## src/logic/memctl_pkg.sv

```systemverilog
// memory controller shared definitions
// widths, state encodings and the boot image word rule
// used by the ROM table and by the testbench model

package memctl_pkg;

	// ----------------------------------------
	// widths
	// ----------------------------------------
	localparam int ADDR_BITS = 8;
	localparam int DATA_BITS = 8;

	typedef logic [ADDR_BITS - 1 : 0] addr_t;
	typedef logic [DATA_BITS - 1 : 0] data_t;

	// ----------------------------------------
	// state encodings
	// ----------------------------------------
	// overall board state
	typedef enum logic [1 : 0] {
		BOOT_RESET,
		BOOT_COPY,
		BOOT_RUN
	} boot_state_t;

	// processor memory access state
	typedef enum logic [1 : 0] {
		ACC_IDLE,
		ACC_READ_WAIT,
		ACC_WRITE_PREP,
		ACC_WRITE
	} access_state_t;

	// ----------------------------------------
	// boot image rule
	// ----------------------------------------
	// word = (addr xor a5) + 3, wrapping at the word width
	function automatic data_t boot_image_word(input addr_t addr);
		return data_t'(addr ^ 8'ha5) + data_t'(3);
	endfunction

endpackage

```

## src/logic/boot_rom.sv

```systemverilog
// boot ROM
// combinational table of the boot image, one word per address
// only the low address bits select a word

module boot_rom import memctl_pkg::*; #(
	parameter int unsigned ROM_WORDS = 64
) (
	input  addr_t rom_addr,
	output data_t rom_data
);

	// index width, at least one bit
	localparam int ROM_BITS = (ROM_WORDS < 2) ? 1 : $clog2(ROM_WORDS);

	// table contents
	data_t rom_table [ROM_WORDS];

	// fill each entry from the image rule
	for (genvar i = 0; i < ROM_WORDS; i++) begin : g_word
		assign rom_table[i] = boot_image_word(addr_t'(i));
	end

	// ----------------------------------------
	// lookup
	// ----------------------------------------
	// word shows up in the same cycle as the address
	assign rom_data = rom_table[rom_addr[ROM_BITS - 1 : 0]];

endmodule

```

## src/logic/sys_ram.sv

```systemverilog
// system RAM
// single port, synchronous write, registered read
// read returns the old word when read and write hit the same address

module sys_ram import memctl_pkg::*; (
	input  logic  clock,
	input  logic  ram_we,
	input  addr_t ram_addr,
	input  data_t ram_wdata,
	output data_t ram_rdata
);

	// one word per address
	localparam int RAM_WORDS = 2 ** ADDR_BITS;

	// storage array
	data_t mem [RAM_WORDS];

	// ----------------------------------------
	// write port
	// ----------------------------------------
	always_ff @(posedge clock) begin
		if (ram_we) begin
			mem[ram_addr] <= ram_wdata;
		end
	end

	// ----------------------------------------
	// read port
	// ----------------------------------------
	// data follows the address by one cycle
	always_ff @(posedge clock) begin
		ram_rdata <= mem[ram_addr];
	end

endmodule

```

## src/logic/rom_copier.sv

```systemverilog
// ROM to RAM copier
// walks the boot ROM one address per cycle and
// hands each word on as a RAM write, then flags completion

module rom_copier import memctl_pkg::*; #(
	parameter int unsigned ROM_WORDS = 64
) (
	input  logic  clock,
	input  logic  copy_reset,
	output addr_t rom_addr,
	input  data_t rom_data,
	output logic  copy_we,
	output addr_t copy_addr,
	output data_t copy_data,
	output logic  copy_done
);

	// one extra bit so the count can reach ROM_WORDS
	localparam int CNT_BITS = $clog2(ROM_WORDS) + 1;

	logic [CNT_BITS - 1 : 0] copy_count;
	logic                    copy_last;

	// all words fetched
	assign copy_last = (copy_count == CNT_BITS'(ROM_WORDS));

	// current fetch address
	assign rom_addr = addr_t'(copy_count);

	// ----------------------------------------
	// control
	// ----------------------------------------
	always_ff @(posedge clock) begin
		if (copy_reset) begin
			copy_count <= '0;
			copy_we    <= 1'b0;
			copy_done  <= 1'b0;
		end else if (!copy_last) begin
			// one word per cycle
			copy_count <= copy_count + 1'b1;
			copy_we    <= 1'b1;
		end else begin
			// last write leaves this cycle, done sticks
			copy_we   <= 1'b0;
			copy_done <= 1'b1;
		end
	end

	// ----------------------------------------
	// payload
	// ----------------------------------------
	// word and address registered together
	always_ff @(posedge clock) begin
		if (!copy_last) begin
			copy_addr <= rom_addr;
			copy_data <= rom_data;
		end
	end

	// no further writes once the copy has finished
	a_no_write_after_done : assert property (
		@(posedge clock) disable iff (copy_reset)
		copy_done |=> !copy_we
	);

endmodule

```

## src/logic/wait_counter.sv

```systemverilog
// wait state counter
// counts cycles while a read or a write phase is held
// and flags the last wait cycle of the active kind

module wait_counter #(
	parameter int unsigned READ_WAIT  = 1,
	parameter int unsigned WRITE_WAIT = 2
) (
	input  logic clock,
	input  logic reset,
	input  logic count_read,
	input  logic count_write,
	output logic wait_done
);

	// counter sized for the longer wait
	localparam int MAX_WAIT = (READ_WAIT > WRITE_WAIT) ? READ_WAIT : WRITE_WAIT;
	localparam int CNT_BITS = (MAX_WAIT < 2) ? 1 : $clog2(MAX_WAIT + 1);

	logic [CNT_BITS - 1 : 0] wait_count;

	// limit reached for whichever phase is held
	assign wait_done = (count_read  && (wait_count == CNT_BITS'(READ_WAIT))) ||
		(count_write && (wait_count == CNT_BITS'(WRITE_WAIT)));

	// ----------------------------------------
	// counter
	// ----------------------------------------
	// clears when idle or at the limit, so a read phase
	// straight after a write phase starts from zero
	always_ff @(posedge clock) begin
		if (reset) begin
			wait_count <= '0;
		end else if (wait_done || !(count_read || count_write)) begin
			wait_count <= '0;
		end else begin
			wait_count <= wait_count + 1'b1;
		end
	end

	// the sequencer runs one phase at a time
	a_one_phase : assert property (
		@(posedge clock) disable iff (reset)
		!(count_read && count_write)
	);

endmodule

```

## src/logic/mem_sequencer.sv

```systemverilog
// memory sequencer
// boot state machine, processor access state machine,
// RAM port steering and the watched address register

module mem_sequencer import memctl_pkg::*; #(
	parameter addr_t WATCH_ADDR = 8'hff
) (
	input  logic  clock,
	input  logic  reset,
	// copier side
	output logic  copy_reset,
	input  logic  copy_we,
	input  addr_t copy_addr,
	input  data_t copy_data,
	input  logic  copy_done,
	// processor side
	input  logic  mem_valid,
	input  logic  mem_write,
	input  addr_t mem_addr,
	input  data_t mem_wdata,
	output logic  mem_ready,
	// RAM port
	output logic  ram_we,
	output addr_t ram_addr,
	output data_t ram_wdata,
	// wait states
	output logic  count_read,
	output logic  count_write,
	input  logic  wait_done,
	// status
	output logic  booting,
	output logic  running,
	output data_t watch_data
);

	boot_state_t   boot_state;
	boot_state_t   boot_next;
	access_state_t acc_state;
	access_state_t acc_next;

	// latched processor write word
	data_t write_data;

	// ----------------------------------------
	// boot state machine
	// ----------------------------------------
	always_ff @(posedge clock) begin
		if (reset) begin
			boot_state <= BOOT_RESET;
		end else begin
			boot_state <= boot_next;
		end
	end

	always_comb begin
		boot_next = boot_state;
		case (boot_state)
			// single cycle, clears the copier
			BOOT_RESET: boot_next = BOOT_COPY;
			BOOT_COPY: begin
				if (copy_done) begin
					boot_next = BOOT_RUN;
				end
			end
			// stays here until the next reset
			BOOT_RUN: boot_next = BOOT_RUN;
			default: boot_next = BOOT_RESET;
		endcase
	end

	assign copy_reset = (boot_state == BOOT_RESET);
	assign booting    = (boot_state == BOOT_COPY);
	assign running    = (boot_state == BOOT_RUN);

	// ----------------------------------------
	// access state machine
	// ----------------------------------------
	always_ff @(posedge clock) begin
		if (reset) begin
			acc_state <= ACC_IDLE;
		end else begin
			acc_state <= acc_next;
		end
	end

	always_comb begin
		acc_next = acc_state;
		case (acc_state)
			ACC_IDLE: begin
				// requests wait until the copy is over
				if (running && mem_valid) begin
					acc_next = mem_write ? ACC_WRITE_PREP : ACC_READ_WAIT;
				end
			end
			ACC_READ_WAIT: begin
				if (wait_done) begin
					acc_next = ACC_IDLE;
				end
			end
			ACC_WRITE_PREP: acc_next = ACC_WRITE;
			ACC_WRITE: begin
				// a write ends with a read back of the same word
				if (wait_done) begin
					acc_next = ACC_READ_WAIT;
				end
			end
			default: acc_next = ACC_IDLE;
		endcase
	end

	assign count_read  = (acc_state == ACC_READ_WAIT);
	assign count_write = (acc_state == ACC_WRITE);

	// RAM word is valid by the last read wait cycle
	assign mem_ready = count_read && wait_done;

	// ----------------------------------------
	// write data and watch register
	// ----------------------------------------
	always_ff @(posedge clock) begin
		if (acc_state == ACC_WRITE_PREP) begin
			write_data <= mem_wdata;
		end
	end

	always_ff @(posedge clock) begin
		if (reset) begin
			watch_data <= '0;
		end else if (acc_state == ACC_WRITE_PREP && mem_addr == WATCH_ADDR) begin
			watch_data <= mem_wdata;
		end
	end

	// ----------------------------------------
	// RAM port steering
	// ----------------------------------------
	always_comb begin
		case (boot_state)
			BOOT_RUN: begin
				ram_we    = (acc_state == ACC_WRITE);
				ram_addr  = mem_addr;
				ram_wdata = write_data;
			end
			BOOT_COPY: begin
				ram_we    = copy_we;
				ram_addr  = copy_addr;
				ram_wdata = copy_data;
			end
			default: begin
				// no writes while the copier is cleared
				ram_we    = 1'b0;
				ram_addr  = copy_addr;
				ram_wdata = copy_data;
			end
		endcase
	end

	// ----------------------------------------
	// checks
	// ----------------------------------------
	a_ready_when_running : assert property (
		@(posedge clock) disable iff (reset)
		mem_ready |-> running
	);

	// requester holds the address until served
	a_addr_held : assert property (
		@(posedge clock) disable iff (reset)
		(mem_valid && !mem_ready) |=> $stable(mem_addr)
	);

endmodule

```

## src/logic/cpu_mem_ctrl.sv

```systemverilog
// processor memory controller, top level
// copies the boot ROM into RAM after reset, then serves
// processor reads and writes with wait states

module cpu_mem_ctrl import memctl_pkg::*; #(
	parameter int unsigned ROM_WORDS  = 64,
	parameter int unsigned READ_WAIT  = 1,
	parameter int unsigned WRITE_WAIT = 2,
	parameter addr_t       WATCH_ADDR = 8'hff
) (
	input  logic  clock,
	input  logic  reset,
	input  logic  mem_valid,
	input  logic  mem_write,
	input  addr_t mem_addr,
	input  data_t mem_wdata,
	output logic  mem_ready,
	output data_t mem_rdata,
	output logic  booting,
	output logic  running,
	output data_t watch_data
);

	// ROM and copier
	addr_t rom_addr;
	data_t rom_data;
	logic  copy_reset;
	logic  copy_we;
	addr_t copy_addr;
	data_t copy_data;
	logic  copy_done;

	// RAM port
	logic  ram_we;
	addr_t ram_addr;
	data_t ram_wdata;

	// wait states
	logic count_read;
	logic count_write;
	logic wait_done;

	// ----------------------------------------
	// instances
	// ----------------------------------------
	boot_rom #(.ROM_WORDS(ROM_WORDS)) u_rom (
		.rom_addr(rom_addr), .rom_data(rom_data)
	);

	rom_copier #(.ROM_WORDS(ROM_WORDS)) u_copier (
		.clock(clock), .copy_reset(copy_reset),
		.rom_addr(rom_addr), .rom_data(rom_data),
		.copy_we(copy_we), .copy_addr(copy_addr),
		.copy_data(copy_data), .copy_done(copy_done)
	);

	// read data goes straight out to the processor
	sys_ram u_ram (
		.clock(clock), .ram_we(ram_we), .ram_addr(ram_addr),
		.ram_wdata(ram_wdata), .ram_rdata(mem_rdata)
	);

	wait_counter #(.READ_WAIT(READ_WAIT), .WRITE_WAIT(WRITE_WAIT)) u_wait (
		.clock(clock), .reset(reset), .count_read(count_read),
		.count_write(count_write), .wait_done(wait_done)
	);

	mem_sequencer #(.WATCH_ADDR(WATCH_ADDR)) u_seq (
		.clock(clock), .reset(reset),
		.copy_reset(copy_reset), .copy_we(copy_we), .copy_addr(copy_addr),
		.copy_data(copy_data), .copy_done(copy_done),
		.mem_valid(mem_valid), .mem_write(mem_write), .mem_addr(mem_addr),
		.mem_wdata(mem_wdata), .mem_ready(mem_ready),
		.ram_we(ram_we), .ram_addr(ram_addr), .ram_wdata(ram_wdata),
		.count_read(count_read), .count_write(count_write), .wait_done(wait_done),
		.booting(booting), .running(running), .watch_data(watch_data)
	);

endmodule

```

## config.mk

```make
export PLATFORM = sky130hd
export DESIGN_NAME = cpu_mem_ctrl
export DESIGN_NICKNAME = d
export VERILOG_FILES = /design/src/logic/memctl_pkg.sv /design/src/logic/boot_rom.sv /design/src/logic/sys_ram.sv /design/src/logic/rom_copier.sv /design/src/logic/wait_counter.sv /design/src/logic/mem_sequencer.sv /design/src/logic/cpu_mem_ctrl.sv
export SDC_FILE = /design/constraint.sdc
export NUM_CORES = 2
export LEC_CHECK = 0
export BUFFER_PORTS_ARGS = -buffer_cell sky130_fd_sc_hd__clkbuf_2
export CORE_MARGIN = 2
export CORE_UTILIZATION = 50
export CTS_CLUSTER_DIAMETER = 150
export DETAILED_ROUTE_END_ITERATION = 12
export MAX_ROUTING_LAYER = met4
export PLACE_DENSITY = 0.65
export SLEW_MARGIN = 20
export SYNTH_ARGS = -nofsm -noshare
export SYNTH_HDL_FRONTEND = slang
export SYNTH_SLANG_ARGS = --single-unit
```

## constraint.sdc

```tcl
create_clock -name clock -period 11.6 [get_ports clock]
set_clock_uncertainty 0.1 [all_clocks]
set_input_delay 2.32 -clock clock [delete_from_list [all_inputs] [get_ports clock]]
set_output_delay 2.32 -clock clock [all_outputs]
set_load 0.03 [all_outputs]
```

==> Yosys cells after proc, flatten, opt, wreduce, memory -nomap -nowiden <==
Memory sizes are Yosys's and may differ from the RTL's. A register that Yosys moved wholly into a read port is not among the register bits.
Cells that the tools add are included.
{ "classes": {"div": 0, "eq_ne": 13, "n_addsub": 2, "mul": 0, "n_lt_le_gt_ge": 0, "reduce_logical": 14, "n_mux": 13, "shifts": 0, "bitwise_logic": 1} }
{ "ops": {"columns": ["cell", "count"], "rows": [
  ["2-to-1 mux 8 bit", 2],
  ["2-to-1 mux 2 bit", 5],
  ["== test 2 bit, second input constant", 4],
  ["== test 8 bit, second input constant", 1],
  ["case mux 2 bit (4 select lines)", 1],
  ["adder 7 x 1 -> 7 bit, second input constant", 1],
  ["== test 7 bit, second input constant", 1],
  ["NOT 6 -> 7 bit", 1],
  ["== test 2 x 1 -> 1 bit, second input constant", 3],
  ["!= test 2 x 1 -> 1 bit, second input constant", 3],
  ["case mux 2 bit (3 select lines)", 1],
  ["logical AND 1 bit", 5],
  ["logical NOT 2 bit", 2],
  ["logical OR 1 bit", 3],
  ["2-to-1 mux 1 bit", 3],
  ["AND reduction 3 bit", 1],
  ["adder 2 x 1 -> 2 bit, second input constant", 1],
  ["logical NOT 1 bit", 2],
  ["!= test 2 bit, second input constant", 1],
  ["case mux 1 bit (2 select lines)", 1],
  ["OR reduction 2 bit", 1]
]} }
{ "totals": {"register_bits": 38, "wordCells": 54, "latchBits": 0, "n_memories": 2, "output_inout_bits": 19, "ramBits": 2048, "mem_bits_ro": 512} }
{ "memory_table": {"columns": ["name", "words", "width", "rd", "rd_clocked_by_memory_dff", "wr", "line", "rtl"], "rows": [
  ["u_ram.mem", 256, 8, 1, 1, 1, "sys_ram.sv:17", "data_t mem [RAM_WORDS];"],
  ["(name not given)", 64, 8, 1, 1, 0, "boot_rom.sv:27", "assign rom_data = rom_table[rom_addr[ROM_BITS - 1 : 0]];"]
]} }

==> Longest topological paths before layout <==
{ "depth": {"depth_word": 5, "ltp_mapped": 15, "mapped_depth_nobuf": 9} }

==> Modules after synthesis <==
A second synthesis with hierarchy kept.
{ "unflattened": {"hier_cells": 3732, "area_unflattened_um2": 80683.6} }
{ "by_module_without_submodules": {"columns": ["mod", "instances", "seq_area_each_um2", "cells_each", "area_per_inst_um2"], "rows": [
  ["sys_ram", 1, 61659.1, 3547, 78492.8],
  ["mem_sequencer", 1, 480.5, 92, 1064.8],
  ["rom_copier", 1, 630.6, 65, 892.1],
  ["boot_rom", 1, 0.0, 18, 136.4],
  ["wait_counter", 1, 40.0, 10, 97.6]
]} }

==> Worst setup path before layout <==
No wires, ideal clock.
{ "synth_timing": {"path_kind": "register to register", "startpoint": "register u_seq.boot_state[0]", "endpoint": "memory u_ram.mem[0][7] in the netlist's numbering, data pin", "t_required_ps": 10598, "setup_slack_ps": 5687, "stages_incl_launch_ff": 9, "path_buffers": 5, "arrival_ps": 4912, "cell_sequence": "dfxtp_1 > inv_1 > ha_1 > buf_4 > buf_2 > buf_4 > buf_2 > buf_1 > nand2b_1"} }
{ "synth_via": {"elab_chain_cells": 2} }
{ "synth_lines": {"columns": ["element", "line", "rtl"], "rows": [
  ["start, declared", "mem_sequencer.sv:36", "boot_state_t boot_state;"],
  ["start signal, assigned", "mem_sequencer.sv:51", "boot_state <= boot_next;"],
  ["== test 2 bit", null, null],
  ["net running", "cpu_mem_ctrl.sv:20", "output logic running,"],
  ["2-to-1 mux 8 bit", "mem_sequencer.sv:138", "case (boot_state)"],
  ["net ram_wdata[7]", "cpu_mem_ctrl.sv:36", "data_t ram_wdata;"],
  ["end, declared", "sys_ram.sv:17", null]
]} }
The timed path passes the listed nets, and every way through them passes these cells.

==> Worst setup path after layout <==
{ "layout_timing": {"startpoint": "input mem_addr[0]", "endpoint": "register u_ram.ram_rdata[5] (read register of u_ram.mem)"} }
{ "layout_via": {"elab_chain_cells": 1} }
{ "layout_lines": {"columns": ["element", "line", "rtl"], "rows": [
  ["start, declared", "cpu_mem_ctrl.sv:15", "input addr_t mem_addr,"],
  ["2-to-1 mux 8 bit", "mem_sequencer.sv:138", null],
  ["end, declared", "sys_ram.sv:10", "output data_t ram_rdata"]
]} }
Every way passes these cells.
A chain may end at the register's enable or synchronous reset.

==> results <==
- Once placement finished, the instance area stood at 0.0835 mm².
- The highest net fanout along the worst path is 64.
- The switching power is 5.71 mW.
- The number of buffers inserted by post-CTS setup repair is 0.
- At the placement stage, the worst setup path has a slack of 4.26 ns.
- The total die area is 0.165 mm².
- The design area is 0.0900 mm².
- Setup repair after global routing left no endpoint under its margin.
- Once detail routing completed, the nets flagged for antenna violations numbered 0.
- The share of total power dissipated in the clock network is 0.328.
- Once layout is complete, the utilization of the core stands at 0.561.
- The clock slew seen by the registers of the worst setup and hold paths is 0.06 ns.
- The hold violation total from the final report is 0.
- The final non-filler cell total is 6764.
- At the end of routability-driven placement, the weighted congestion stood at 0.853.
- In this run the deepest clock path goes through 3 buffers.
- The transition time at the pin with the least slew margin is 1.15 ns.
- The highest layer touched by signal routing is met4.
- The fraction of final layout cells with drive strength greater than 1 is 0.175.
- The detailed-route vias per instance is 6.23.
- Detailed placement ended at an HPWL of 119000 µm.
- The Yosys step of the flow raised 0 warnings.
- The min-delay analysis places its worst path in the category register to register.
- The count of clock tree sinks is 2100.
- The power density over the cells is 220 mW/mm².
- The flow ran to the end, and the final reports show no timing, DRC or antenna violations.
- The routed design has 201000 µm of wire.
- The share of total power dissipated in sequential elements is 0.459.
- The share of the yosys chip area belonging to registers is 0.776.
- Data on the critical path is required at its endpoint by 12.16 ns.
- The first detailed-routing pass took 6 iterations.
- The residual overflow from global routing is 0.
- In the synthesized netlist, the number of instances is 4360.
- The number of maximum-capacitance violations is 0.
- The synthesized netlist contains 50 unique library cells.
- The final net count is 4459.
- The routed via count is 42145.
- Once the clock tree was built, the resizer swapped 0 gates to a different size.
- The worst setup path category is primary input to register.
- The post-synthesis area per instance is 18.5 µm².
- From left edge to right edge, the die measures 406 µm.
- The leakage power total is 28.3 nW.
- STA classifies the critical path endpoint as a register.
- The starting DRC count in detailed routing is 6254.
- The post-route DRC violation count is 0.
- The total clock buffers created by CTS is 203.
- The number of buffers added to fix hold violations after cts is 0.
- The number of setup violations in the final report is 0.
- After filler insertion, the fill cell instance count of the layout stands at 12055.
- The worst pin sits at a relative slew slack of 0.233.
- In this run, synthesis produced a sequential element count of 2100.
- Power comes to 19.8 mW.
- In the final routing, the length of wire on met1 measures 81600 µm.
- The wire length of the first global-routing pass is 291000 µm.
- The net count after synthesis is 4389.
- The worst-case IR drop observed on VDD is 0.000176 V.
- Internal power comes to 14.1 mW.
- The initial core utilization is 0.503.
- STA puts the critical path data arrival time at 6.99 ns.
- The ratio of final minimum period to clock period is 0.554.
- The final hold slack is 0.362 ns.
- In this run the standard cell core region covers 0.161 mm².
- Input and output buffers added on the ports amount to 38.
- The routed wire length per instance is 29.7 µm.
- At the later pin of the worst-skew pair, clock insertion delay measures 0.85 ns.
- The cell area after synthesis is 0.0808 mm².
- The aggregate negative setup slack is 0 ns.
- STA classifies the critical path startpoint as a primary input.
- The highest clock frequency the design can meet is 156 MHz.
- The pin count of the biggest net entering global routing is 154.
- Once placement completed, the tool counted placed cells totaling 6385.
- The worst path setup slack after routing is 5.17 ns.
- The count of final max-slew check failures is 0.
- 39 I/O pins were placed.
- The area growth from synthesis to layout is 11.3%.
- The level count of the clock H-tree is 4.
- The smallest clock period supported by the final layout is computed as 6.43 ns.
- TritonCTS built the clock tree.
- The number of global-route vias before repair came to 40916.
- The overall routing resource usage is 0.253.
- CTS placed an instance of sky130_fd_sc_hd__clkbuf_16 at the clock tree root.
- The initial antenna violation count is 5.
- The vertical extent of the die is 406 µm.
- The number of rows in the core area is 147.
- Of the total power, the share spent switching nets is 0.289.
- The share of power burned in combinational logic is 0.214.
- The routed design uses 97000 µm of met2 wire.
- The total length of routed met3 wires is 17900 µm.
[worst paths after layout]
kind,from,endpoint,depth (start not counted),slack [ns]
max,mem_addr[0],u_ram.ram_rdata[5],10,5.17
min reg2reg,u_wait.wait_count[0],u_wait.wait_count[0],1,0.36
max reg2reg,u_seq.boot_state[0],u_ram.ram_rdata[5],11,5.57
min,u_wait.wait_count[0],u_wait.wait_count[0],1,0.36
[critical path: stages]
cell and delay [ns]:
sky130_fd_sc_hd__clkbuf_2 0.13, sky130_fd_sc_hd__mux2i_4 0.22, sky130_fd_sc_hd__buf_12 0.42, sky130_fd_sc_hd__buf_4 0.63, sky130_fd_sc_hd__buf_4 0.84, sky130_fd_sc_hd__mux4_2 0.61, sky130_fd_sc_hd__a22oi_1 0.40, sky130_fd_sc_hd__a21oi_1 0.14
sky130_fd_sc_hd__nor3_1 0.88, sky130_fd_sc_hd__nand4_1 0.22
[power by group through the flow]
stage / clock network [mW] / registers (mW) / logic (mW)
final: 6.48 / 9.07 / 4.22
after detailed placement: 0 / 9.23 / 4.24
after global routing: 6.83 / 9.07 / 4.51
after CTS: 6.55 / 9.07 / 4.25
after floorplan: 0 / 9.29 / 2.89
after global placement: 0 / 9.23 / 4.19
[synthesized netlist by cell type, drive strengths merged]
library cell / n / area share
buf: 128 / 0.0094
nor2: 297 / 0.014
a21o: 1 / 0.000093
ha: 9 / 0.0014
o21ai: 10 / 0.00067
nor3b: 1 / 0.000093
inv: 10 / 0.00046
or3b: 6 / 0.00065
a211oi: 1 / 0.000093
a22oi: 163 / 0.015
a21oi: 28 / 0.0018
mux2: 9 / 0.0013
and2: 8 / 0.00062
nand3b: 7 / 0.00065
o32ai: 1 / 0.00020
nand3: 179 / 0.011
nand2b: 3 / 0.00023
a32oi: 81 / 0.0088
a22o: 8 / 0.00087
o22ai: 1 / 0.000077
or2: 1 / 0.000077
and3: 1 / 0.000077
or4b: 1 / 0.00012
a31oi: 7 / 0.00054
o31ai: 16 / 0.0015
nor3: 7 / 0.00043
edfxtp: 2069 / 0.77
mux4: 352 / 0.098
mux2i: 96 / 0.012
clkbuf: 129 / 0.0060
nand4: 123 / 0.0095
or3: 4 / 0.00031
o31a: 1 / 0.00011
nor4: 3 / 0.00023
xor2: 4 / 0.00043
dfxtp: 31 / 0.0077
a221oi: 8 / 0.00094
nand2: 549 / 0.025
nor2b: 2 / 0.00015
nor4b: 1 / 0.00011
xnor2: 4 / 0.00043
[final cells by class]
| type | count | area, µm² | area share |
|---|---|---|---|
| antenna | 1 | 2.50 | 0.0000278 |
| tap | 2160 | 2700 | 0.0300 |
| multi-input combinational | 1993 | 17100 | 0.190 |
| sequential | 2100 | 62800 | 0.697 |
| timing repair buffer | 122 | 896 | 0.00995 |
| clock buffer | 257 | 5380 | 0.0597 |
| clock inverter | 121 | 1140 | 0.0127 |
| inverter | 10 | 37.5 | 0.000417 |
[sequential cells by signal, indices dropped and copies added, names as in the netlist, 2 cells and up]
signal,cells
u_seq.write_data,8
u_seq.boot_state,2
u_copier.copy_count,7
u_seq.watch_data,8
u_copier.copy_data,6
u_ram.mem,2048
u_seq.acc_state,2
u_ram.ram_rdata,8
u_wait.wait_count,2
u_copier.copy_addr,7
[logic make-up after synthesis]
| group | Yosys count | share of synthesized area |
|---|---|---|
| compound gates | 326 | 0.0308 |
| xor+xnor | 8 | 0.000867 |
| fa+ha+maj | 9 | 0.00139 |
| buf+inv | 267 | 0.0158 |
| flops | 2100 | 0.776 |
| mux | 457 | 0.111 |
| simple gates | 1193 | 0.0637 |
[cells in the final DEF (no fill, tap or decap), drive strengths merged, types with 3 or more instances in the layout]
cell	Yosys	layout
edfxtp	2069	2069
nand2	549	549
mux4	352	352
nor2	297	297
clkbuf	129	295
nand3	179	179
a22oi	163	163
nand4	123	123
mux2i	96	96
clkinv	0	94
buf	128	84
a32oi	81	81
dfxtp	31	31
a21oi	28	28
inv	10	19
o31ai	16	16
bufinv	0	14
o21ai	10	10
mux2	9	9
ha	9	9
a22o	8	8
and2	8	8
a221oi	8	8
nand3b	7	7
a31oi	7	7
nor3	7	7
or3b	6	6
or3	4	4
xnor2	4	4
xor2	4	4
clkinvlp	0	4
nand2b	3	3
nor4	3	3
[routing by layer]
| metal | track usage | up-vias |
|---|---|---|
| li1 | - | 17640 |
| met4 | 0.0648 | 0 |
| met3 | 0.0429 | 286 |
| met2 | 0.388 | 2095 |
| met1 | 0.357 | 22124 |
| met5 | - | - |
Note: power is estimated with default switching activity, not from simulation.
